==> src/source/fabric_pkg.sv <==
/* Shared widths, opcodes, response codes and command types for the fabric memory target.
   Every design file refers to these by scoped name. */
`default_nettype none

package fabric_pkg;

  // Fabric field widths
  localparam int unsigned addr_w = 32;
  localparam int unsigned data_w = 32;
  localparam int unsigned id_w   = 4;
  localparam int unsigned op_w   = 8;
  localparam int unsigned code_w = 8;

  localparam int unsigned bytes_per_word = 4;

  // Memory size in bytes and the index width it needs
  localparam int unsigned mem_bytes  = 4096;
  localparam int unsigned mem_addr_w = $clog2(mem_bytes);

  // Request operations
  localparam logic [op_w-1:0] op_read   = 8'd0;
  localparam logic [op_w-1:0] op_write  = 8'd1;
  localparam logic [op_w-1:0] op_atomic = 8'd2;

  // Response codes
  localparam logic [code_w-1:0] resp_ok           = 8'd0;
  localparam logic [code_w-1:0] resp_decode_err   = 8'd1;
  localparam logic [code_w-1:0] resp_access_fault = 8'd2;

  // Command kind after decode
  typedef enum logic [1:0] {
    kind_read  = 2'd0,
    kind_write = 2'd1,
    kind_cas   = 2'd2,
    kind_error = 2'd3
  } fabric_kind_e;

  // Halfword pair used by compare-and-swap
  typedef struct packed {
    logic [15:0] desired;
    logic [15:0] expected;
  } fabric_cas_t;

  // Write data is a plain word for writes, a desired/expected pair for the atomic
  typedef union packed {
    logic [data_w-1:0] word;
    fabric_cas_t       cas;
  } fabric_wdata_u;

endpackage : fabric_pkg

`default_nettype wire
==> src/source/fabric_result_if.sv <==
/* Finished result channel from the memory execute stage to the response register. */
`default_nettype none

interface fabric_result_if;

  logic                          valid;
  logic                          ready;
  logic [fabric_pkg::data_w-1:0] rdata;
  logic [fabric_pkg::code_w-1:0] code;
  logic [fabric_pkg::id_w-1:0]   id;

  modport source (
    output valid,
    output rdata,
    output code,
    output id,
    input  ready
  );

  modport sink (
    input  valid,
    input  rdata,
    input  code,
    input  id,
    output ready
  );

endinterface : fabric_result_if

`default_nettype wire

==> src/source/fabric_rsp_stage.sv <==
/* Response register: captures one finished result and holds it on the fabric
   until the requester takes it. */
`default_nettype none

module fabric_rsp_stage (
  input  logic                          clk,
  input  logic                          rst_n,
  fabric_result_if.sink                 res,
  output logic                          rsp_valid,
  output logic [fabric_pkg::data_w-1:0] rsp_rdata,
  output logic [fabric_pkg::code_w-1:0] rsp_code,
  output logic [fabric_pkg::id_w-1:0]   rsp_id,
  input  logic                          rsp_ready
);

  logic                          valid_q;
  logic [fabric_pkg::data_w-1:0] rdata_q;
  logic [fabric_pkg::code_w-1:0] code_q;
  logic [fabric_pkg::id_w-1:0]   id_q;
  logic                          load;

  // Empty, or the held response drains in this same cycle
  assign res.ready = !valid_q || rsp_ready;
  assign load      = res.valid && res.ready;

  always_ff @(posedge clk or negedge rst_n) begin
    if (!rst_n) begin
      valid_q <= 1'b0;
    end else if (load) begin
      valid_q <= 1'b1;
    end else if (rsp_ready) begin
      valid_q <= 1'b0;
    end
  end

  always_ff @(posedge clk) begin
    if (load) begin
      rdata_q <= res.rdata;
      code_q  <= res.code;
      id_q    <= res.id;
    end
  end

  assign rsp_valid = valid_q;
  assign rsp_rdata = rdata_q;
  assign rsp_code  = code_q;
  assign rsp_id    = id_q;

endmodule : fabric_rsp_stage

`default_nettype wire

==> src/flat_wrapper.sv <==
// flat-port wrapper written by rule: the top's interface ports become plain ports
module fabric_rsp_stage_flat 
  (clk, rst_n, rsp_valid, rsp_rdata, rsp_code, rsp_id, rsp_ready, res_valid, res_rdata, res_code, res_id, res_ready);
  fabric_result_if res_i ();
  input  logic clk;
  input  logic rst_n;
  output logic rsp_valid;
  output logic [fabric_pkg::data_w-1:0] rsp_rdata;
  output logic [fabric_pkg::code_w-1:0] rsp_code;
  output logic [fabric_pkg::id_w-1:0] rsp_id;
  input  logic rsp_ready;
  input wire logic [$bits(res_i.valid)-1:0] res_valid;
  input wire logic [$bits(res_i.rdata)-1:0] res_rdata;
  input wire logic [$bits(res_i.code)-1:0] res_code;
  input wire logic [$bits(res_i.id)-1:0] res_id;
  output wire logic [$bits(res_i.ready)-1:0] res_ready;
  assign res_i.valid = res_valid;
  assign res_i.rdata = res_rdata;
  assign res_i.code = res_code;
  assign res_i.id = res_id;
  assign res_ready = res_i.ready;
  fabric_rsp_stage u_core (.clk(clk), .rst_n(rst_n), .res(res_i), .rsp_valid(rsp_valid), .rsp_rdata(rsp_rdata), .rsp_code(rsp_code), .rsp_id(rsp_id), .rsp_ready(rsp_ready));
endmodule
==> config.mk <==
export PLATFORM = sky130hd
export DESIGN_NAME = fabric_rsp_stage_flat
export DESIGN_NICKNAME = d
export VERILOG_FILES = /design/src/source/fabric_pkg.sv /design/src/source/fabric_result_if.sv /design/src/source/fabric_rsp_stage.sv /design/src/flat_wrapper.sv
export SDC_FILE = /design/constraint.sdc
export NUM_CORES = 1
export LEC_CHECK = 0
export ABC_CLOCK_PERIOD_IN_PS = 1450
export BUFFER_PORTS_ARGS = -buffer_cell sky130_fd_sc_hd__buf_4
export CAP_MARGIN = 5
export CORE_MARGIN = 2
export CORE_UTILIZATION = 40
export CTS_CLUSTER_SIZE = 24
export DETAILED_ROUTE_END_ITERATION = 7
export PLACE_DENSITY = 0.87
export REMOVE_ABC_BUFFERS = 1
export SLEW_MARGIN = 20
export SYNTH_ARGS = -nofsm -noshare
export SYNTH_HDL_FRONTEND = slang
export SYNTH_SLANG_ARGS = --single-unit
export TNS_END_PERCENT = 10
==> constraint.sdc <==
create_clock -name clk -period 1.45 [get_ports clk]
set_input_delay 0.3625 -clock clk [delete_from_list [all_inputs] [get_ports clk]]
set_output_delay 0.3625 -clock clk [all_outputs]
set_load 0.01 [all_outputs]
==> results of run 1 <==
## cell type report
| type | instances | area (um^2) |
|---|---|---|
| Clock buffer | 5 | 37.5 |
| Fill cell | 235 | 1070 |
| Tap cell | 46 | 57.6 |
| Multi-Input combinational cell | 3 | 28.8 |
| Sequential cell | 45 | 1350 |
| Timing Repair Buffer | 96 | 748 |
| Clock inverter | 3 | 17.5 |
## worst min-delay path by stage
stage | start | to | cells after the start | slack (ns)
CTS | res_code[0] | u_core.rsp_code[0] | 1 | 0.17
finish | res_rdata[21] | u_core.rsp_rdata[21] | 1 | 0.19
detailed placement | rst_n | u_core.rsp_valid | 1 | 0.14
floorplan | rst_n | u_core.rsp_valid | 0 | 0.07
global placement | rst_n | u_core.rsp_valid | 1 | 0.14
global route | res_rdata[24] | u_core.rsp_rdata[24] | 1 | 0.15
## per-layer routing
| layer | vias to the layer above | wire, um | part of all wire | GRT usage |
|---|---|---|---|---|
| met5 | - | 0 | 0 | 0 |
| met4 | 0 | 51 | 0.018 | 0.0861 |
| met3 | 4 | 407 | 0.14 | 0.0991 |
| met2 | 64 | 1470 | 0.52 | 0.259 |
| met1 | 396 | 916 | 0.32 | 0.149 |
| li1 | 396 | - | - | - |
## power groups by stage
stage / logic, mW / registers, mW / clock network [mW]
after floorplan: 0.0309 / 1.60 / 0
after global placement: 0.288 / 1.56 / 0
after detailed placement: 0.297 / 1.56 / 0
after CTS: 0.300 / 1.53 / 0.578
after global routing: 0.317 / 1.54 / 0.634
final: 0.295 / 1.53 / 0.550
## state kept, by name, indices dropped and copies added (netlist names)
| signal | cells |
|---|---|
| u_core.rsp_rdata | 32 |
| u_core.rsp_code | 8 |
| u_core.rsp_id | 4 |
| u_core.rsp_valid | 1 |
## layout by cell type (no fill, tap or decap), drive strengths merged
cell and count:
dlygate4sd3 1, nand2b 2, dfrtp 1, and2 1, clkinvlp 1, clkinv 2, clkbuf 5, edfxtp 44
buf 95
## kinds of logic (layout without fill, tap and decap cells)
kind of cell | count (synthesis) | count (layout) | synth area share
flip-flops | 45 | 45 | 0.979
AND/OR/NAND/NOR | 3 | 3 | 0.0209
buffers and inverters | 0 | 104 | 0
## cell usage after synthesis
cell type	instances	area (um^2)
nand2b_4	1	13.8
edfxtp_1	44	1320
dfrtp_1	1	25.0
and2_4	1	8.76
nand2b_1	1	6.26
## stage by stage
step	worst slack (ns)	util	instances	hold WS (ns)	instance area, um^2
6_report	0.120	0.675	198	0.189	2240
5_1_grt	0.0621	0.675	198	0.154	2240
4_1_cts	0.0965	0.675	198	0.172	2240
3_5_place_dp	0.236	0.656	189	0.140	2170
3_3_place_gp	0.256	0.656	189	0.140	2170
2_1_floorplan	0.142	-	48	0.0669	1380
## repair_timing
item	in CTS	in global routing
hold endpoints to repair	1	0
setup endpoints to repair	0	0
hold buffers	1	0
==> run metrics, run 1 <==
Rows=21; CP Launch Point=u_core.rsp_valid; clk_skew=0.00822 ns; critical path type=reg2out; syn avg cell area=approximately 29 um^2; Leak Pwr=0.945 nW; number of synthesized register bits=between 40 and 50; Hold Path Class=in2reg; vias in the first global route=956; power per cell area=around 1100 nW/um^2; DRC viols=0; area added between synthesis and finish=62.6%; Comb power frac=0.124; status=completed; Slew @ Worst Pin=0.131 ns; initial antenna violation count=0; R2R Path Start=u_core.rsp_valid; Max-Cap Viols=0; drt initial violations=19; clock tree buffer depth=2; Routed WL per cell=14.3 um; Worst Path Max Fanout=3; Initial Utilization=0.415; IO Pins=between 90 and 100; Seq/Total Area, Yosys=0.979; endpoints failing hold=0; R2R Setup Slk=approximately 0.30 ns; Antenna Cells=0; total gr overflow=0; worst endpoint data arrival time=~0.97 ns; crit path capture type=output pin; Period minus WS final=roughly 1.3 ns; mapped cell area=approximately 1400 um^2; H-tree Lvls=2; fin crit share=0.917; post-synthesis cell count=48; Total Negative Setup Slacks=0 ns; fraction of power spent switching nets=0.211; CORE AREA=3310 um^2; Startpoint Class=flop; CP required=1.09 ns; Vias/cell=between 4 and 5; PortBufs=between 90 and 100; Nets=between 150 and 200; total CTS buffers=5; Die Height=around 63 um; reg2reg path depth=3; stages on the worst setup path=2; RePlAce Congestion=between 0.6 and 0.7; total setup buffers inserted after CTS=0; Root Driver=clkbuf_4; CP delay by family, top=flip-flops; Slew Limit Fails=0; reg2reg end=u_core.rsp_code[3]; drt first pass iters=4; Sink Count=between 40 and 50; RSZ-0062 raised after global routing=no; yosys warns=0; share of layout cells above drive strength 1=0.691; GRT Total Usage=0.157; global-route wire length before repair=around 4500 um; WP buf/inv=1; total wire length=approximately 2800 um; crit-path max cell delay=~0.43 ns; Clk network pwr share=0.231; CTS tree=yes; Peak VDD IR=~0.00075 V; die footprint=approximately 3900 um^2; sequential share of power=0.645; Setup violations, final=0; post-CTS sizing=0; critical path endpoint=res_ready; largest net degree at the start of global routing=25; CP Cell Sequence=nand2b_4 > buf_4; slowest CP cell=dfrtp_1; Sw Pwr=0.503 mW; vias post-DR=between 800 and 900; Int Power=about 1.9 mW; Synth cell types=5; highest clock rate=between 700 and 800 MHz; Worst-Skew Late Latency=~0.33 ns; Final ANT Viol Nets=0; die width=62.6 um; clk slew on worst S/H paths=around 0.12 ns; total power=around 2.4 mW; relative slew slack=0.912
(Power assumes the default switching activity.)
==> run 2: changes to the inputs <==
--- a/config.mk
+++ b/config.mk
@@ -6,7 +6,7 @@
 export NUM_CORES = 1
 export LEC_CHECK = 0
 export ABC_CLOCK_PERIOD_IN_PS = 1450
-export BUFFER_PORTS_ARGS = -buffer_cell sky130_fd_sc_hd__buf_4
+export BUFFER_PORTS_ARGS = -buffer_cell sky130_fd_sc_hd__buf_2
 export CAP_MARGIN = 5
 export CORE_MARGIN = 2
 export CORE_UTILIZATION = 40
==> run metrics, run 2 (synthesized netlist as in run 1, its figures left out) <==
status=completed (unchanged); Design Area, Final=2030 um^2 (was 2240 um^2); Largest register FFs=32 (unchanged); area added between synthesis and finish=47.4% (was 62.6%); Hold Path Class=in2reg (unchanged); # fillers=264 (was 235); Slew Limit Fails=0 (unchanged); vias post-DR=857 (was 860); die width=62.6 um (unchanged); global-route wire length before repair=4050 um (was 4450 um); critical path endpoint=res_ready (unchanged); Total Negative Setup Slacks=0 ns (unchanged); Slew @ Worst Pin=0.133 ns (was 0.131 ns); clk slew on worst S/H paths=0.13 ns (was 0.12 ns); drt initial violations=35 (was 19); H-tree Lvls=2 (unchanged); fin crit share=0.921 (was 0.917); highest clock rate=749 MHz (was 752 MHz); worst slack, placed=0.233 ns (was 0.236 ns); Initial Utilization=0.415 (unchanged); Routed WL per cell=13.4 um (was 14.3 um); DPL Wire Length=slightly above 2000 um; Final ANT Viol Nets=0 (unchanged); placed cell area=1940 um^2 (was 2170 um^2); share of layout cells above drive strength 1=0.684 (was 0.691); worst endpoint data arrival time=0.97 ns (about the same); CP Launch Point=u_core.rsp_valid (unchanged); HP Start=res_rdata[28] (was res_rdata[21]); total setup buffers inserted after CTS=0 (unchanged); endpoints failing hold=0 (unchanged); PortBufs=93 (unchanged); RePlAce Congestion=0.652 (was 0.662); R2R Path Start=u_core.rsp_valid (unchanged); PnR worst setup slack=0.115 ns (was 0.120 ns); Startpoint Class=flop (unchanged); largest net degree at the start of global routing=25 (unchanged); IO Pins=94 (unchanged); Die Height=62.6 um (unchanged); Root Driver=clkbuf_4 (unchanged); Antenna Cells=0 (unchanged); vias in the first global route=906 (was 956); power per cell area=1230 nW/um^2 (was 1060 nW/um^2); Worst-Skew Late Latency=0.34 ns (was 0.33 ns); most frequent cells in the layout=buf_2, edfxtp_1, clkbuf_4, buf_12 (was buf_4, edfxtp_1, clkbuf_4, clkinv_2, buf_12); RSZ-0062 raised after global routing=no (unchanged); total CTS buffers=5 (unchanged); R2R Setup Slk=0.31 ns (was 0.30 ns); Worst Path Max Fanout=3 (unchanged); CORE AREA=3310 um^2 (unchanged); initial antenna violation count=0 (unchanged); total gr overflow=0 (unchanged); Hold Buf Count CTS=1 (unchanged); Leak Pwr=0.872 nW (was 0.945 nW); Setup violations, final=0 (unchanged); clk_skew=0.00556 ns (was 0.00822 ns); commonest non-fill, non-tap cell in the layout=buf_2 (was buf_4); Max-Cap Viols=0 (unchanged); Sink Count=45 (unchanged); CP required=1.09 ns (about the same); relative slew slack=0.912 (about the same); Period minus WS final=1.33 ns (about the same); critical path type=reg2out (unchanged); CTS tree=yes (unchanged); reg2reg end=u_core.rsp_rdata[11] (was u_core.rsp_code[3]); post-CTS sizing=0 (unchanged); die footprint=3920 um^2 (unchanged); Rows=21 (unchanged); clock tree buffer depth=2 (unchanged); total wire length=2650 um (was 2840 um); Nets=199 (unchanged); reg2reg path depth=3 (unchanged); Vias/cell=4.33 (was 4.34); drt first pass iters=3 (was 4); Peak VDD IR=0.000768 V (was 0.000751 V); DRC viols=0 (unchanged); crit path capture type=output pin (unchanged); GRT Total Usage=0.144 (was 0.157)
[run 2: through the flow]
stage,std cells,hold slack [ns],util,power (mW)
finish,198,0.177,0.612,2.49
global route,198,0.150,0.612,2.58
CTS,198,0.160,0.612,2.52
detailed placement,189,0.142,0.585,1.78
global placement,189,0.140,0.585,1.77
floorplan,48,0.0669,-,1.63
[run 2: area by class of cell]
cell class | count | area, um^2 | area share
clock buffer | 5 | 37.5 | 0.0185
clock inverter | 3 | 41.3 | 0.0204
multi-input combinational | 3 | 28.8 | 0.0142
sequential | 45 | 1350 | 0.664
tap | 46 | 57.6 | 0.0284
timing repair buffer | 96 | 515 | 0.254
[run 2: report_power, final]
group	internal, mW	leakage [nW]	total, mW	switching (mW)
sequential	1.51	0.430	1.53	0.0183
clock	0.357	0.0389	0.733	0.376
combinational	0.110	0.403	0.223	0.113
[run 2: worst max-delay path: stages, from the launching register on]
cell and delay, ns:
dfrtp_1 0.43, nand2b_4 0.08, buf_2 0.12
[run 2: layer usage]
layer	share of wire	track usage	wire length, um	vias up
met4	0.032	0.108	85	0
met3	0.12	0.0577	306	9
met2	0.51	0.234	1350	68
li1	-	-	-	394
met1	0.34	0.151	914	386
met5	0	0	0	-
[run 2: worst min path at each step]
stage	endpoint	slack [ns]	depth (start not counted)
CTS	u_core.rsp_rdata[30]	0.16	1
global placement	u_core.rsp_valid	0.14	1
detailed placement	u_core.rsp_valid	0.14	1
finish	u_core.rsp_rdata[28]	0.18	1
global route	u_core.rsp_rdata[14]	0.15	1
floorplan	u_core.rsp_valid	0.07	0
