[config.mk]
export PLATFORM = sky130hd
export DESIGN_NAME = fabric_req_decode_flat
export DESIGN_NICKNAME = d
export VERILOG_FILES = /design/src/source/fabric_pkg.sv /design/src/source/fabric_cmd_if.sv /design/src/source/fabric_req_decode.sv /design/src/flat_wrapper.sv
export SDC_FILE = /design/constraint.sdc
export NUM_CORES = 1
export LEC_CHECK = 0
export BUFFER_PORTS_ARGS = -buffer_cell sky130_fd_sc_hd__buf_2
export CORE_MARGIN = 8
export CORE_UTILIZATION = 49
export DETAILED_ROUTE_END_ITERATION = 8
export GPL_TIMING_DRIVEN = 1
export HOLD_SLACK_MARGIN = 0.12
export PLACE_DENSITY_LB_ADDON = 0.2
export SKIP_LAST_GASP = 1
export SLEW_MARGIN = 10
export SYNTH_ARGS = -nofsm -noshare
export SYNTH_HDL_FRONTEND = slang
export SYNTH_SLANG_ARGS = --single-unit
export TNS_END_PERCENT = 50
[constraint.sdc]
create_clock -name clk -period 7.8 [get_ports clk]
set_clock_uncertainty 0.2 [all_clocks]
set_input_delay 1.56 -clock clk [delete_from_list [all_inputs] [get_ports clk]]
set_output_delay 1.56 -clock clk [all_outputs]
set_load 0.02 [all_outputs]
[src/source/fabric_pkg.sv]
/* Shared widths, opcodes, response codes and command types for the fabric memory target.
   Every design file refers to these by scoped name. */
`default_nettype none

package fabric_pkg;

  // Fabric field widths
  localparam int unsigned addr_w = 32;
  localparam int unsigned data_w = 32;
  localparam int unsigned id_w   = 4;
  localparam int unsigned op_w   = 8;
  localparam int unsigned code_w = 8;

  localparam int unsigned bytes_per_word = 4;

  // Memory size in bytes and the index width it needs
  localparam int unsigned mem_bytes  = 4096;
  localparam int unsigned mem_addr_w = $clog2(mem_bytes);

  // Request operations
  localparam logic [op_w-1:0] op_read   = 8'd0;
  localparam logic [op_w-1:0] op_write  = 8'd1;
  localparam logic [op_w-1:0] op_atomic = 8'd2;

  // Response codes
  localparam logic [code_w-1:0] resp_ok           = 8'd0;
  localparam logic [code_w-1:0] resp_decode_err   = 8'd1;
  localparam logic [code_w-1:0] resp_access_fault = 8'd2;

  // Command kind after decode
  typedef enum logic [1:0] {
    kind_read  = 2'd0,
    kind_write = 2'd1,
    kind_cas   = 2'd2,
    kind_error = 2'd3
  } fabric_kind_e;

  // Halfword pair used by compare-and-swap
  typedef struct packed {
    logic [15:0] desired;
    logic [15:0] expected;
  } fabric_cas_t;

  // Write data is a plain word for writes, a desired/expected pair for the atomic
  typedef union packed {
    logic [data_w-1:0] word;
    fabric_cas_t       cas;
  } fabric_wdata_u;

endpackage : fabric_pkg

`default_nettype wire
[src/source/fabric_cmd_if.sv]
/* Decoded command channel from the request decode stage to the memory execute stage. */
`default_nettype none

interface fabric_cmd_if;

  logic                                  valid;
  logic                                  ready;
  fabric_pkg::fabric_kind_e              kind;
  logic [fabric_pkg::addr_w-1:0]         addr;
  fabric_pkg::fabric_wdata_u             wdata;
  logic [fabric_pkg::bytes_per_word-1:0] wstrb;
  logic [fabric_pkg::id_w-1:0]           id;
  // Response code for the command, resp_ok unless decode flagged an error
  logic [fabric_pkg::code_w-1:0]         code;

  modport source (
    output valid,
    output kind,
    output addr,
    output wdata,
    output wstrb,
    output id,
    output code,
    input  ready
  );

  modport sink (
    input  valid,
    input  kind,
    input  addr,
    input  wdata,
    input  wstrb,
    input  id,
    input  code,
    output ready
  );

endinterface : fabric_cmd_if

`default_nettype wire

[src/source/fabric_req_decode.sv]
/* Request stage: accepts fabric requests, classifies and bounds-checks them,
   and holds one decoded command for the execute stage. */
`default_nettype none

module fabric_req_decode (
  input  logic                                  clk,
  input  logic                                  rst_n,
  input  logic                                  req_valid,
  input  logic [fabric_pkg::addr_w-1:0]         req_addr,
  input  logic [fabric_pkg::data_w-1:0]         req_wdata,
  input  logic [fabric_pkg::bytes_per_word-1:0] req_wstrb,
  input  logic [fabric_pkg::op_w-1:0]           req_op,
  input  logic [fabric_pkg::id_w-1:0]           req_id,
  output logic                                  req_ready,
  fabric_cmd_if.source                          cmd
);

  logic                                  valid_q;
  fabric_pkg::fabric_kind_e              kind_q;
  logic [fabric_pkg::addr_w-1:0]         addr_q;
  fabric_pkg::fabric_wdata_u             wdata_q;
  logic [fabric_pkg::bytes_per_word-1:0] wstrb_q;
  logic [fabric_pkg::id_w-1:0]           id_q;
  logic [fabric_pkg::code_w-1:0]         code_q;

  fabric_pkg::fabric_kind_e      kind_d;
  logic [fabric_pkg::code_w-1:0] code_d;
  // One extra bit so the end address cannot wrap
  logic [fabric_pkg::addr_w:0]   end_addr;
  logic                          in_range;
  logic                          req_fire;

  // Free slot, or the held command leaves this cycle
  assign req_ready = !valid_q || cmd.ready;
  assign req_fire  = req_valid && req_ready;

  always_comb begin
    if (req_op == fabric_pkg::op_atomic) begin
      end_addr = {1'b0, req_addr} + 2;
    end else begin
      end_addr = {1'b0, req_addr} + fabric_pkg::bytes_per_word;
    end
    in_range = end_addr <= fabric_pkg::mem_bytes;

    kind_d = fabric_pkg::kind_error;
    code_d = fabric_pkg::resp_ok;
    if (!in_range) begin
      code_d = fabric_pkg::resp_decode_err;
    end else begin
      case (req_op)
        fabric_pkg::op_read:   kind_d = fabric_pkg::kind_read;
        fabric_pkg::op_write:  kind_d = fabric_pkg::kind_write;
        fabric_pkg::op_atomic: kind_d = fabric_pkg::kind_cas;
        default:               code_d = fabric_pkg::resp_access_fault;
      endcase
    end
  end

  always_ff @(posedge clk or negedge rst_n) begin
    if (!rst_n) begin
      valid_q <= 1'b0;
    end else if (req_fire) begin
      valid_q <= 1'b1;
    end else if (cmd.ready) begin
      valid_q <= 1'b0;
    end
  end

  always_ff @(posedge clk) begin
    if (req_fire) begin
      kind_q       <= kind_d;
      addr_q       <= req_addr;
      wdata_q.word <= req_wdata;
      wstrb_q      <= req_wstrb;
      id_q         <= req_id;
      code_q       <= code_d;
    end
  end

  assign cmd.valid = valid_q;
  assign cmd.kind  = kind_q;
  assign cmd.addr  = addr_q;
  assign cmd.wdata = wdata_q;
  assign cmd.wstrb = wstrb_q;
  assign cmd.id    = id_q;
  assign cmd.code  = code_q;

endmodule : fabric_req_decode

`default_nettype wire

[src/flat_wrapper.sv]
// flat-port wrapper written by rule: the top's interface ports become plain ports
module fabric_req_decode_flat 
  (clk, rst_n, req_valid, req_addr, req_wdata, req_wstrb, req_op, req_id, req_ready, cmd_valid, cmd_kind, cmd_addr, cmd_wdata, cmd_wstrb, cmd_id, cmd_code, cmd_ready);
  fabric_cmd_if cmd_i ();
  input  logic clk;
  input  logic rst_n;
  input  logic req_valid;
  input  logic [fabric_pkg::addr_w-1:0] req_addr;
  input  logic [fabric_pkg::data_w-1:0] req_wdata;
  input  logic [fabric_pkg::bytes_per_word-1:0] req_wstrb;
  input  logic [fabric_pkg::op_w-1:0] req_op;
  input  logic [fabric_pkg::id_w-1:0] req_id;
  output logic req_ready;
  output wire logic [$bits(cmd_i.valid)-1:0] cmd_valid;
  output wire logic [$bits(cmd_i.kind)-1:0] cmd_kind;
  output wire logic [$bits(cmd_i.addr)-1:0] cmd_addr;
  output wire logic [$bits(cmd_i.wdata)-1:0] cmd_wdata;
  output wire logic [$bits(cmd_i.wstrb)-1:0] cmd_wstrb;
  output wire logic [$bits(cmd_i.id)-1:0] cmd_id;
  output wire logic [$bits(cmd_i.code)-1:0] cmd_code;
  input wire logic [$bits(cmd_i.ready)-1:0] cmd_ready;
  assign cmd_valid = cmd_i.valid;
  assign cmd_kind = cmd_i.kind;
  assign cmd_addr = cmd_i.addr;
  assign cmd_wdata = cmd_i.wdata;
  assign cmd_wstrb = cmd_i.wstrb;
  assign cmd_id = cmd_i.id;
  assign cmd_code = cmd_i.code;
  assign cmd_i.ready = cmd_ready;
  fabric_req_decode u_core (.clk(clk), .rst_n(rst_n), .req_valid(req_valid), .req_addr(req_addr), .req_wdata(req_wdata), .req_wstrb(req_wstrb), .req_op(req_op), .req_id(req_id), .req_ready(req_ready), .cmd(cmd_i));
endmodule
==> results of run 1 <==
worst max-delay path by stage:
stage	startpoint	slack, ns	depth (start not counted)	to
CTS	req_op[3]	3.59	8	u_core.cmd.kind[1]
floorplan	cmd_ready	3.52	2	u_core.cmd.addr[0]
global route	req_op[3]	3.44	8	u_core.cmd.kind[1]
finish	req_op[3]	3.58	8	u_core.cmd.kind[1]
global placement	req_op[3]	3.35	8	u_core.cmd.kind[0]
detailed placement	req_op[3]	3.23	8	u_core.cmd.kind[0]
power breakdown:
| group | switching [mW] | internal (mW) |
|---|---|---|
| Combinational | 0.0763 | 0.0383 |
| Clock | 0.150 | 0.116 |
| Sequential | 0.00459 | 0.481 |
| Total | 0.231 | 0.635 |
per-stage QoR:
step / setup WS (ns) / cell area (µm²) / hold WS (ns)
global route: 3.438 / 4282 / 0.4337
finish: 3.578 / 4282 / 0.3848
CTS: 3.591 / 4282 / 0.3842
floorplan: 3.521 / 3264 / 0.5826
global placement: 3.348 / 4110 / 0.3040
detailed placement: 3.231 / 4110 / 0.3651
cell type report:
| type | count | area share (%) |
|---|---|---|
| sequential | 77 | 53.89 |
| multi-input combinational | 133 | 20.69 |
| timing repair buffer | 161 | 18.82 |
| clock buffer | 9 | 2.893 |
| tap | 77 | 2.250 |
| clock inverter | 7 | 1.110 |
| inverter | 4 | 0.3507 |
logic make-up after synthesis:
logic type	synth area share, %
flip-flops	71.09
buffers and inverters	2.274
other	0.1155
AO/OA/AOI/OAI	7.016
multiplexers	0.3084
adder cells (fa/ha/maj)	0.7709
XOR/XNOR	3.238
AND/OR/NAND/NOR	15.19
cells in the final DEF, fill, tap and decap left out, types with 2 or more instances in the layout:
cell,n
sky130_fd_sc_hd__nand4_1,8
sky130_fd_sc_hd__a211oi_1,3
sky130_fd_sc_hd__and3_1,4
sky130_fd_sc_hd__conb_1,6
sky130_fd_sc_hd__a31oi_1,5
sky130_fd_sc_hd__nor2_1,10
sky130_fd_sc_hd__o31ai_1,2
sky130_fd_sc_hd__a21oi_1,5
sky130_fd_sc_hd__xor2_1,6
sky130_fd_sc_hd__and3_2,2
sky130_fd_sc_hd__nor4b_1,2
sky130_fd_sc_hd__clkbuf_8,9
sky130_fd_sc_hd__a41oi_1,2
sky130_fd_sc_hd__and4_1,4
sky130_fd_sc_hd__or4_4,2
sky130_fd_sc_hd__edfxtp_1,76
sky130_fd_sc_hd__o21ai_0,3
sky130_fd_sc_hd__inv_1,4
sky130_fd_sc_hd__ha_1,2
sky130_fd_sc_hd__nor4_4,2
sky130_fd_sc_hd__nand2_1,19
sky130_fd_sc_hd__nand2b_1,3
sky130_fd_sc_hd__nor4_1,3
sky130_fd_sc_hd__inv_6,2
sky130_fd_sc_hd__nand3_1,14
sky130_fd_sc_hd__buf_2,161
sky130_fd_sc_hd__a2111oi_0,2
sky130_fd_sc_hd__nor3_1,3
sky130_fd_sc_hd__o211ai_1,2
sky130_fd_sc_hd__xnor2_1,6
sky130_fd_sc_hd__clkinv_2,2
flip-flops by register name, summed over array words and instances, names as in the netlist:
name              cells
u_core.cmd.addr      32
u_core.cmd.valid      1
u_core.cmd.wstrb      4
u_core.cmd.id         4
u_core.cmd.wdata     32
u_core.cmd.kind       2
u_core.cmd.code       2
metal layers:
layer	global-route usage, %	up-vias	share of wire, %
met5	0	-	0
met4	6.177	0	1.2
met3	7.112	9	9.6
met2	29.23	120	49
met1	19.59	1171	40
li1	-	1196	-
critical path: cells and delay by family:
family	cells	cell delay, ns
buffers and inverters	1	0.11
AND/OR/NAND/NOR	5	1.67
AO/OA/AOI/OAI	2	0.73
==> impl_metrics.prom, run 1 <==
# TYPE chip_impl_metric gauge
chip_impl_metric{name="synth_cell_type_count",unit=""} 45
chip_impl_metric{name="post-place-cells",unit=""} 452
chip_impl_metric{name="initial_detailed_routing_violation_count",unit=""} 95
chip_impl_metric{name="grt_first_pass_wirelength",unit="µm"} 13290
chip_impl_metric{name="drt-vias-per-instance",unit=""} 5.333
chip_impl_metric{name="syn_inst",unit=""} 218
chip_impl_metric{name="grt_start_max_net_pins",unit=""} 77
chip_impl_metric{name="h_tree_depth",unit=""} 3
chip_impl_info{name="synth_most_common_cell",value="sky130_fd_sc_hd__edfxtp_1"} 1
chip_impl_metric{name="ir_worst_vdd",unit="mV"} 0.1277
chip_impl_metric{name="drv_cap",unit=""} 0
chip_impl_info{name="outcome",value="completed"} 1
chip_impl_metric{name="placementRows",unit=""} 29
chip_impl_metric{name="post-route-min-period",unit="ns"} 4.222
chip_impl_metric{name="maxSlewHeadroom",unit="%"} 35.32
chip_impl_metric{name="total_negative_slack",unit="ns"} 0
chip_impl_metric{name="finalSetupViolations",unit=""} 0
chip_impl_metric{name="clock_path_buffers",unit=""} 2
chip_impl_metric{name="post-synth-top-area-fraction",unit="%"} 70.32
chip_impl_info{name="ys_top_cells_by_area",value="sky130_fd_sc_hd__edfxtp_1 70%, sky130_fd_sc_hd__nand2_1 2.2%, sky130_fd_sc_hd__nand3_1 2.2%"} 1
chip_impl_metric{name="finalCritPeriodShare",unit="%"} 54.12
chip_impl_metric{name="critPathArrivalTime",unit="ns"} 4.09
chip_impl_metric{name="worst_path_largest_cell_delay",unit="ns"} 0.59
chip_impl_info{name="grt_setup_unrepaired",value="no"} 1
chip_impl_info{name="rr_startpoint",value="u_core.cmd.valid"} 1
chip_impl_metric{name="critical_path_peak_fanout",unit=""} 9
chip_impl_metric{name="initial_antenna_violation_count",unit=""} 0
chip_impl_metric{name="async_s_r_ff_share_synth",unit="%"} 1.299
chip_impl_metric{name="register_area",unit="µm²"} 2307
chip_impl_info{name="worstPathCellList",value="buf_2 -> nor4_4 -> nand4_1 -> a211oi_2 -> a21oi_1 -> or4_4 -> nor4_4 -> nand4_1"} 1
chip_impl_metric{name="global_route.overflow_total",unit=""} 0
chip_impl_metric{name="achievable-frequency",unit="GHz"} 0.2369
chip_impl_metric{name="portBuffers",unit=""} 161
chip_impl_metric{name="final_hold_viol_count",unit=""} 0
chip_impl_metric{name="grt_usage",unit="%"} 17.48
chip_impl_metric{name="synth.ff_latch_count",unit=""} 77
chip_impl_metric{name="clock_insertion_delay_worst_skew",unit="ns"} 0.34
chip_impl_info{name="cts-root-buf",value="sky130_fd_sc_hd__clkbuf_8"} 1
chip_impl_metric{name="hold_path_depth",unit=""} 2
chip_impl_info{name="ys_top_cells_by_count",value="76 x sky130_fd_sc_hd__edfxtp_1, 19 x sky130_fd_sc_hd__nand2_1, 14 x sky130_fd_sc_hd__nand3_1, 10 x sky130_fd_sc_hd__nor2_1, 8 x sky130_fd_sc_hd__nand4_1"} 1
chip_impl_metric{name="layoutNonFillerInstCount",unit=""} 468
chip_impl_metric{name="place_congestion",unit=""} 0.9209
chip_impl_metric{name="floorplan.initialDensity",unit="%"} 50.82
chip_impl_metric{name="power_leakage",unit="nW"} 1.744
chip_impl_metric{name="core_region_area",unit="µm²"} 6386
chip_impl_info{name="min_delay_worst_endpoint",value="u_core.cmd.valid"} 1
chip_impl_metric{name="area_delta_synth_final",unit="%"} 31.92
chip_impl_info{name="yosys.area.top_type",value="sky130_fd_sc_hd__edfxtp_1"} 1
chip_impl_metric{name="ctsHoldBuffers",unit=""} 0
chip_impl_metric{name="numClockSinks",unit=""} 77
chip_impl_metric{name="die_area",unit="µm²"} 9484
chip_impl_metric{name="design.final.nets",unit=""} 472
chip_impl_info{name="tritoncts",value="done"} 1
chip_impl_metric{name="vias",unit=""} 2496
chip_impl_metric{name="cts_resized",unit=""} 0
chip_impl_metric{name="worst-endpoint-required",unit="ns"} 7.66
chip_impl_info{name="path_class",value="input pin to flip-flop"} 1
chip_impl_info{name="worst_setup_path_end_kind",value="flip-flop"} 1
chip_impl_metric{name="cts-buffers-inserted",unit=""} 9
chip_impl_metric{name="power-per-cell-area",unit="nW/µm²"} 202.4
chip_impl_metric{name="multiInputGateArea",unit="µm²"} 885.9
chip_impl_metric{name="drt_first_pass_iters",unit=""} 4
chip_impl_metric{name="final_layout_fill_cell_count",unit=""} 500
chip_impl_metric{name="postRouteWirelength",unit="µm"} 8557
chip_impl_metric{name="antenna_violating_nets_post_route",unit=""} 0
chip_impl_info{name="min-delay-start",value="u_core.cmd.valid"} 1
chip_impl_metric{name="die_height",unit="µm"} 97.39
chip_impl_metric{name="worst-slew-pin-transition",unit="ns"} 0.9701
chip_impl_metric{name="synth_warnings",unit=""} 0
chip_impl_metric{name="cts_setup_buffers",unit=""} 0
chip_impl_info{name="synth_flop_cell",value="sky130_fd_sc_hd__edfxtp_1"} 1
chip_impl_metric{name="antenna_cells",unit=""} 0
chip_impl_metric{name="clkTransAtPathRegs",unit="ns"} 0.08
chip_impl_metric{name="p_total",unit="µW"} 866.5
chip_impl_info{name="timing.rr.end",value="u_core.cmd.addr[8]"} 1
chip_impl_metric{name="hpwl",unit="µm"} 6734
chip_impl_metric{name="io_pins",unit=""} 168
chip_impl_info{name="start_kind",value="input pin"} 1
chip_impl_metric{name="chipWidth",unit="µm"} 97.39
chip_impl_metric{name="post_drt_wl_per_cell",unit="µm"} 18.28
chip_impl_metric{name="via_count_of_the_first_global_routing_pass",unit=""} 2572
chip_impl_metric{name="regToRegSetupSlack",unit="ns"} 5.87
chip_impl_info{name="crit_path_top_delay_cell",value="sky130_fd_sc_hd__a211oi_2"} 1
chip_impl_metric{name="syn_area",unit="µm²"} 3246
chip_impl_metric{name="layout-drive-gt1-share",unit="%"} 48.08
chip_impl_metric{name="detail_route.drc_violations",unit=""} 0
chip_impl_info{name="hold_path.class",value="flip-flop to flip-flop"} 1
chip_impl_metric{name="synth.yosys.seq_area_share",unit="%"} 71.09
chip_impl_metric{name="post-route-util",unit="%"} 67.05
chip_impl_metric{name="number_of_synthesized_flops_with_an_enable_pin",unit=""} 76
chip_impl_metric{name="slew_violations",unit=""} 0
chip_impl_metric{name="ff2ff_path_depth",unit=""} 2
chip_impl_metric{name="syn_avg_cell_area",unit="µm²"} 14.89
Note: power is estimated with default switching activity, not from simulation.
==> run 2, diff against run 1 <==
ABC_AREA = 1   (was unset)
CORE_UTILIZATION = 48   (was 49)
clock period = 4.1 ns   (was 7.8 ns; I/O delays follow)
==> impl_metrics.prom, run 2 <==
# TYPE chip_impl_metric gauge
chip_impl_metric{name="worst_path_largest_cell_delay",unit="ns"} 0.21
chip_impl_metric{name="initial_antenna_violation_count",unit=""} 0
chip_impl_info{name="yosys.area.top_type",value="sky130_fd_sc_hd__edfxtp_1"} 1
chip_impl_metric{name="io_pins",unit=""} 168
chip_impl_info{name="hold_path.class",value="flip-flop to flip-flop"} 1
chip_impl_metric{name="finalCritPeriodShare",unit="%"} 65.89
chip_impl_metric{name="post-route-min-period",unit="ns"} 2.701
chip_impl_metric{name="placementRows",unit=""} 32
chip_impl_info{name="mostFrequentLayoutCells",value="161 x sky130_fd_sc_hd__buf_2, 109 x sky130_fd_sc_hd__nand2_1, 76 x sky130_fd_sc_hd__edfxtp_1"} 1
chip_impl_metric{name="grt_start_max_net_pins",unit=""} 66
chip_impl_info{name="ys_top_cells_by_count",value="109 x sky130_fd_sc_hd__nand2_1, 76 x sky130_fd_sc_hd__edfxtp_1, 48 x sky130_fd_sc_hd__nor2_1, 33 x sky130_fd_sc_hd__inv_1, 22 x sky130_fd_sc_hd__nand3_1"} 1
chip_impl_metric{name="detail_route.drc_violations",unit=""} 0
chip_impl_metric{name="drt_first_pass_iters",unit=""} 5
chip_impl_metric{name="synth.yosys.seq_area_share",unit="%"} 60.42
chip_impl_info{name="outcome",value="completed"} 1
chip_impl_metric{name="vias",unit=""} 3320
chip_impl_metric{name="post-route-util",unit="%"} 64.25
chip_impl_metric{name="drv_cap",unit=""} 0
chip_impl_info{name="start_kind",value="input pin"} 1
chip_impl_metric{name="finalHoldWorstSlack",unit="ns"} 0.4043
chip_impl_metric{name="slew_violations",unit=""} 0
chip_impl_metric{name="ctsHoldBuffers",unit=""} 1
chip_impl_metric{name="design.final.nets",unit=""} 642
chip_impl_metric{name="layoutNonFillerInstCount",unit=""} 663
chip_impl_metric{name="p_total",unit="mW"} 1.779
chip_impl_metric{name="area_delta_synth_final",unit="%"} 30.01
chip_impl_info{name="most_common_library_cell_in_the_layout_ignoring_fill_and_taps",value="sky130_fd_sc_hd__buf_2"} 1
chip_impl_metric{name="postRouteWirelength",unit="µm"} 10600
chip_impl_metric{name="final_layout_fill_cell_count",unit=""} 681
chip_impl_metric{name="die_height",unit="µm"} 105.2
chip_impl_info{name="worstPathCellList",value="buf_2 -> ha_1 -> inv_1 -> nor2_4 -> nand2_2 -> nor2_4 -> nand2_2 -> nor2_1 -> nand2_1 -> xor2_1 -> nand2_1 -> nor2_2 -> nand4_1"} 1
chip_impl_metric{name="syn_avg_cell_area",unit="µm²"} 9.919
chip_impl_metric{name="number_of_synthesized_flops_with_an_enable_pin",unit=""} 76
chip_impl_metric{name="postLayoutSetupSlackWorst",unit="ns"} 1.399
chip_impl_metric{name="synth_warnings",unit=""} 0
chip_impl_metric{name="placed_cell_area",unit="µm²"} 4741
chip_impl_metric{name="total_negative_slack",unit="ns"} 0
chip_impl_metric{name="initial_detailed_routing_violation_count",unit=""} 198
chip_impl_metric{name="syn_inst",unit=""} 385
chip_impl_metric{name="portBuffers",unit=""} 161
chip_impl_metric{name="finalSetupViolations",unit=""} 0
chip_impl_metric{name="antenna_violating_nets_post_route",unit=""} 0
chip_impl_metric{name="floorplan.initialDensity",unit="%"} 49.42
chip_impl_info{name="cts-root-buf",value="sky130_fd_sc_hd__clkbuf_8"} 1
chip_impl_metric{name="preCtsSetupSlack",unit="ns"} 1.089
chip_impl_metric{name="final_hold_viol_count",unit=""} 0
chip_impl_metric{name="place_congestion",unit=""} 0.8944
chip_impl_metric{name="grt_usage",unit="%"} 19.17
chip_impl_info{name="synth_most_common_cell",value="sky130_fd_sc_hd__nand2_1"} 1
chip_impl_metric{name="via_count_of_the_first_global_routing_pass",unit=""} 3355
chip_impl_metric{name="finish.instance_area",unit="µm²"} 4965
chip_impl_metric{name="post_drt_wl_per_cell",unit="µm"} 15.99
chip_impl_metric{name="cts-buffers-inserted",unit=""} 9
chip_impl_metric{name="clkTransAtPathRegs",unit="ns"} 0.08
chip_impl_metric{name="global_route.overflow_total",unit=""} 0
chip_impl_metric{name="chipWidth",unit="µm"} 105.2
chip_impl_metric{name="achievable-frequency",unit="GHz"} 0.3702
chip_impl_metric{name="critical_path_peak_fanout",unit=""} 7
chip_impl_info{name="worst_setup_path_end_kind",value="flip-flop"} 1
chip_impl_metric{name="clock_path_buffers",unit=""} 2
chip_impl_info{name="tritoncts",value="done"} 1
chip_impl_metric{name="critPathArrivalTime",unit="ns"} 2.58
chip_impl_info{name="synth_flop_cell",value="sky130_fd_sc_hd__edfxtp_1"} 1
chip_impl_info{name="path_class",value="input pin to flip-flop"} 1
chip_impl_metric{name="synth_cell_type_count",unit=""} 32
chip_impl_metric{name="async_s_r_ff_share_synth",unit="%"} 1.299
chip_impl_metric{name="post-place-cells",unit=""} 646
chip_impl_metric{name="power_leakage",unit="nW"} 2.159
chip_impl_metric{name="grt_first_pass_wirelength",unit="µm"} 17130
chip_impl_metric{name="post-synth-top-area-fraction",unit="%"} 59.76
chip_impl_metric{name="syn_area",unit="µm²"} 3819
chip_impl_metric{name="power-per-cell-area",unit="nW/µm²"} 358.2
chip_impl_info{name="ys_top_cells_by_area",value="sky130_fd_sc_hd__edfxtp_1 60%, sky130_fd_sc_hd__nand2_1 11%, sky130_fd_sc_hd__nor2_1 4.7%"} 1
chip_impl_metric{name="cts_resized",unit=""} 0
chip_impl_metric{name="hpwl",unit="µm"} 8693
chip_impl_metric{name="worst-endpoint-required",unit="ns"} 3.98
chip_impl_metric{name="synth.ff_latch_count",unit=""} 77
chip_impl_info{name="crit_path_top_delay_cell",value="sky130_fd_sc_hd__ha_1"} 1
chip_impl_metric{name="cts_setup_buffers",unit=""} 0
chip_impl_metric{name="drt-vias-per-instance",unit=""} 5.008
chip_impl_metric{name="layout-drive-gt1-share",unit="%"} 38.68
chip_impl_metric{name="core_region_area",unit="µm²"} 7727
chip_impl_metric{name="numClockSinks",unit=""} 77
chip_impl_info{name="grt_setup_unrepaired",value="no"} 1
chip_impl_metric{name="clock_insertion_delay_worst_skew",unit="ns"} 0.33
chip_impl_metric{name="h_tree_depth",unit=""} 3
chip_impl_metric{name="antenna_cells",unit=""} 0
chip_impl_metric{name="ir_worst_vdd",unit="mV"} 0.1839
chip_impl_metric{name="die_area",unit="µm²"} 11070
## run 2: cell types whose count changed in the layout (fill, tap and decap cells not counted), sizes merged, moves of 5 or more
| cell | delta |
|---|---|
| nand2 | +104 |
| nor2 | +50 |
| inv | +33 |
| nand3 | +12 |
| nand3b | +7 |
| a31oi | -5 |
| and3 | -5 |
| nand4 | +5 |
| xnor2 | -5 |
## run 2: layout make-up
| class | instances | area, µm² | share of cell area, % |
|---|---|---|---|
| Tap cell | 102 | 127.6 | 2.571 |
| Sequential cell | 77 | 2307 | 46.47 |
| Multi-Input combinational cell | 266 | 1329 | 26.76 |
| Clock buffer | 10 | 127.6 | 2.571 |
| Clock inverter | 6 | 86.33 | 1.739 |
| Timing Repair Buffer | 163 | 835.8 | 16.83 |
| Inverter | 39 | 151.4 | 3.049 |
## run 2: path summary, 6_finish.rpt
check                                 start             endpoint  slack, ns  depth (start not counted)
setup / recovery                req_addr[2]   u_core.cmd.kind[0]       1.40                         13
hold / removal             u_core.cmd.valid     u_core.cmd.valid       0.40                          2
setup reg to reg           u_core.cmd.valid  u_core.cmd.addr[28]       2.32                          2
hold reg to reg            u_core.cmd.valid     u_core.cmd.valid       0.40                          2
max in group asynchronous             rst_n     u_core.cmd.valid       3.03                          2
min in group asynchronous             rst_n     u_core.cmd.valid       0.58                          2
## run 2: layer usage
metal	GRT usage, %	share of wire [%]	vias to the layer above
li1	-	-	1615
met1	22.59	41	1542
met2	33.09	50	156
met3	6.204	8.2	7
met4	4.383	0.71	0
met5	0	0	-
## run 2: cell families after synthesis
logic type	Yosys count	synth area share [%]
AOI/OAI and AO/OA	11	1.540
xor gates and xnor gates	7	1.606
adders and majority gates	2	0.6552
buffers and inverters	47	5.570
DFF	77	60.42
other	1	0.09820
and+or+nand+nor	240	30.11
## run 2: worst max-delay path, delay by kind of cell
family | cells | cell delay, ns
adder cells (fa/ha/maj) | 1 | 0.21
AND/OR/NAND/NOR | 9 | 1.14
XOR/XNOR | 1 | 0.18
buffers and inverters | 2 | 0.25
## run 2: report_power, final
part / total, mW / leakage [nW] / internal, mW / switching, mW
combinational: 0.249 / 1.32 / 0.0807 / 0.168
clock: 0.606 / 0.108 / 0.343 / 0.263
sequential: 0.924 / 0.728 / 0.914 / 0.00943
==> run 3, diff against run 2 <==
clock period = 2.5 ns   (was 4.1 ns; I/O delays follow)
==> impl_metrics.prom, run 3 (synthesis results as in run 2) <==
# TYPE chip_impl_metric gauge
chip_impl_info{name="outcome",value="completed"} 1
chip_impl_metric{name="clock_path_buffers",unit=""} 2
chip_impl_metric{name="worst_path_largest_cell_delay",unit="ns"} 0.20
chip_impl_metric{name="cts-buffers-inserted",unit=""} 9
chip_impl_metric{name="portBuffers",unit=""} 161
chip_impl_metric{name="power_frac_comb",unit="%"} 16.3
chip_impl_metric{name="detail_route.drc_violations",unit=""} 0
chip_impl_metric{name="postRouteWirelength",unit="µm"} 11470
chip_impl_metric{name="io_pins",unit=""} 168
chip_impl_metric{name="antenna_cells",unit=""} 0
chip_impl_metric{name="finalSetupViolations",unit=""} 0
chip_impl_metric{name="critPathArrivalTime",unit="ns"} 2.08
chip_impl_info{name="mostFrequentLayoutCells",value="161 x sky130_fd_sc_hd__buf_2, 109 x sky130_fd_sc_hd__nand2_1, 76 x sky130_fd_sc_hd__edfxtp_1"} 1
chip_impl_metric{name="chipWidth",unit="µm"} 105.2
chip_impl_metric{name="switching_component_of_the_power",unit="µW"} 793.5
chip_impl_metric{name="critical_path.n_buffers_inverters",unit=""} 2
chip_impl_metric{name="worst-endpoint-required",unit="ns"} 2.38
chip_impl_metric{name="global_route.overflow_total",unit=""} 0
chip_impl_info{name="tritoncts",value="done"} 1
chip_impl_metric{name="grt_start_max_net_pins",unit=""} 62
chip_impl_metric{name="area_delta_synth_final",unit="%"} 40.17
chip_impl_metric{name="drv_cap",unit=""} 0
chip_impl_metric{name="drt_first_pass_iters",unit=""} 5
chip_impl_metric{name="finalCritPeriodShare",unit="%"} 87.98
chip_impl_metric{name="power_leakage",unit="nW"} 2.332
chip_impl_info{name="worstPathCellList",value="buf_2 -> ha_1 -> inv_1 -> nor2_4 -> nand2_2 -> nor2_4 -> nand2_2 -> nor2_1 -> nand2_1 -> xor2_1 -> nand2_1 -> nor2_2 -> nand4_1"} 1
chip_impl_metric{name="drt-vias-per-instance",unit=""} 4.907
chip_impl_info{name="most_common_library_cell_in_the_layout_ignoring_fill_and_taps",value="sky130_fd_sc_hd__buf_2"} 1
chip_impl_metric{name="antenna_violating_nets_post_route",unit=""} 0
chip_impl_info{name="min-delay-start",value="req_wstrb[0]"} 1
chip_impl_metric{name="h_tree_depth",unit=""} 3
chip_impl_metric{name="p_total",unit="mW"} 2.842
chip_impl_metric{name="floorplan.initialDensity",unit="%"} 49.42
chip_impl_metric{name="final_hold_viol_count",unit=""} 0
chip_impl_info{name="crit_family",value="simple AND/OR/NAND/NOR gates"} 1
chip_impl_metric{name="clkTransAtPathRegs",unit="ns"} 0.08
chip_impl_metric{name="final_layout_fill_cell_count",unit=""} 611
chip_impl_metric{name="place_congestion",unit=""} 0.9130
chip_impl_metric{name="ir_worst_vdd",unit="mV"} 0.3173
chip_impl_metric{name="preCtsSetupSlack",unit="ns"} -0.02035
chip_impl_metric{name="swShare",unit="%"} 27.92
chip_impl_metric{name="critical_path_peak_fanout",unit=""} 5
chip_impl_metric{name="register_area",unit="µm²"} 2307
chip_impl_metric{name="die_area",unit="µm²"} 11070
chip_impl_metric{name="achievable-frequency",unit="GHz"} 0.4546
chip_impl_info{name="worst_setup_path_end_kind",value="flip-flop"} 1
chip_impl_metric{name="post-place-cells",unit=""} 655
chip_impl_metric{name="initial_antenna_violation_count",unit=""} 0
chip_impl_metric{name="design.final.nets",unit=""} 685
chip_impl_metric{name="pwr-share-clk",unit="%"} 30.3
chip_impl_info{name="path_class",value="input pin to flip-flop"} 1
chip_impl_metric{name="numClockSinks",unit=""} 77
chip_impl_metric{name="grt_usage",unit="%"} 20.12
chip_impl_metric{name="placementRows",unit=""} 32
chip_impl_metric{name="slew_violations",unit=""} 0
chip_impl_metric{name="via_count_of_the_first_global_routing_pass",unit=""} 3529
chip_impl_metric{name="initial_detailed_routing_violation_count",unit=""} 215
chip_impl_metric{name="post-route-min-period",unit="ns"} 2.200
chip_impl_info{name="timing.critical_path.from",value="req_addr[2]"} 1
chip_impl_metric{name="power-per-cell-area",unit="nW/µm²"} 531.0
chip_impl_info{name="hold_path.class",value="input pin to flip-flop"} 1
chip_impl_metric{name="layoutNonFillerInstCount",unit=""} 706
chip_impl_info{name="grt_setup_unrepaired",value="no"} 1
chip_impl_metric{name="grt_first_pass_wirelength",unit="µm"} 17970
chip_impl_metric{name="vias",unit=""} 3464
chip_impl_metric{name="hpwl",unit="µm"} 8553
chip_impl_info{name="crit_path_top_delay_cell",value="sky130_fd_sc_hd__nor2_2"} 1
chip_impl_metric{name="die_height",unit="µm"} 105.2
chip_impl_info{name="rr_startpoint",value="u_core.cmd.valid"} 1
chip_impl_metric{name="postLayoutSetupSlackWorst",unit="ns"} 0.3004
chip_impl_metric{name="multiInputGateArea",unit="µm²"} 1329
chip_impl_info{name="cts-root-buf",value="sky130_fd_sc_hd__clkbuf_8"} 1
chip_impl_metric{name="layout-drive-gt1-share",unit="%"} 37.75
chip_impl_metric{name="placed_cell_area",unit="µm²"} 4821
chip_impl_metric{name="clock_insertion_delay_worst_skew",unit="ns"} 0.34
chip_impl_metric{name="seq_power_share",unit="%"} 53.4
chip_impl_metric{name="power.internal",unit="mW"} 2.049
chip_impl_metric{name="post_drt_wl_per_cell",unit="µm"} 16.25
chip_impl_info{name="start_kind",value="input pin"} 1
chip_impl_metric{name="cts_setup_buffers",unit=""} 0
chip_impl_metric{name="post-route-util",unit="%"} 69.27
chip_impl_metric{name="finish.instance_area",unit="µm²"} 5353
chip_impl_metric{name="core_region_area",unit="µm²"} 7727
-- run 3: area by class of cell --
class / count / share of cell area (%)
Sequential cell: 77 / 43.10
Inverter: 39 / 2.828
Clock inverter: 7 / 1.075
Multi-Input combinational cell: 266 / 24.82
Clock buffer: 9 / 2.314
Timing Repair Buffer: 206 / 23.47
Tap cell: 102 / 2.384
-- run 3: final timing paths --
check | to | slack [ns] | cells after the start
max | u_core.cmd.kind[0] | 0.30 | 13
min | u_core.cmd.wstrb[0] | 0.14 | 1
max reg2reg | u_core.cmd.wdata[22] | 0.99 | 2
min reg2reg | u_core.cmd.valid | 0.41 | 2
max in group asynchronous | u_core.cmd.valid | 1.75 | 2
min in group asynchronous | u_core.cmd.valid | 0.26 | 2
-- run 3: worst register-to-register path, stage by stage (launching register included) --
cell and delay, ns:
sky130_fd_sc_hd__dfrtp_1 0.43, sky130_fd_sc_hd__a21oi_4 0.20, sky130_fd_sc_hd__buf_12 0.29
-- run 3: repair_timing --
item                      in CTS  in global routing
hold endpoints to repair      29                  6
gates resized for setup        0                  0
hold buffers                  29                  6
-- run 3: metal layers --
layer  vias up  share of wire (%)  track usage (%)
met5         -                  0                0
met4         0               0.75            5.505
met3         9                7.7            6.388
met2       151                 52            35.70
met1      1605                 40            22.62
li1       1699                  -                -
-- run 3: power by group through the flow --
| stage | Clock [mW] | Combinational, mW | Sequential [mW] |
|---|---|---|---|
| 6_report | 0.861 | 0.463 | 1.52 |
| 5_1_grt | 0.926 | 0.504 | 1.52 |
| 4_1_cts | 0.879 | 0.455 | 1.52 |
| 3_5_place_dp | 0 | 0.417 | 1.54 |
| 3_3_place_gp | 0 | 0.410 | 1.54 |
| 2_1_floorplan | 0 | 0.131 | 1.64 |
-- run 3: through the flow --
step,setup TNS (ns),hold WS (ns)
floorplan,0,0.004409
global placement,0,0.07474
detailed placement,-0.02035,0.08042
CTS,0,0.1212
global route,0,0.1200
finish,0,0.1376
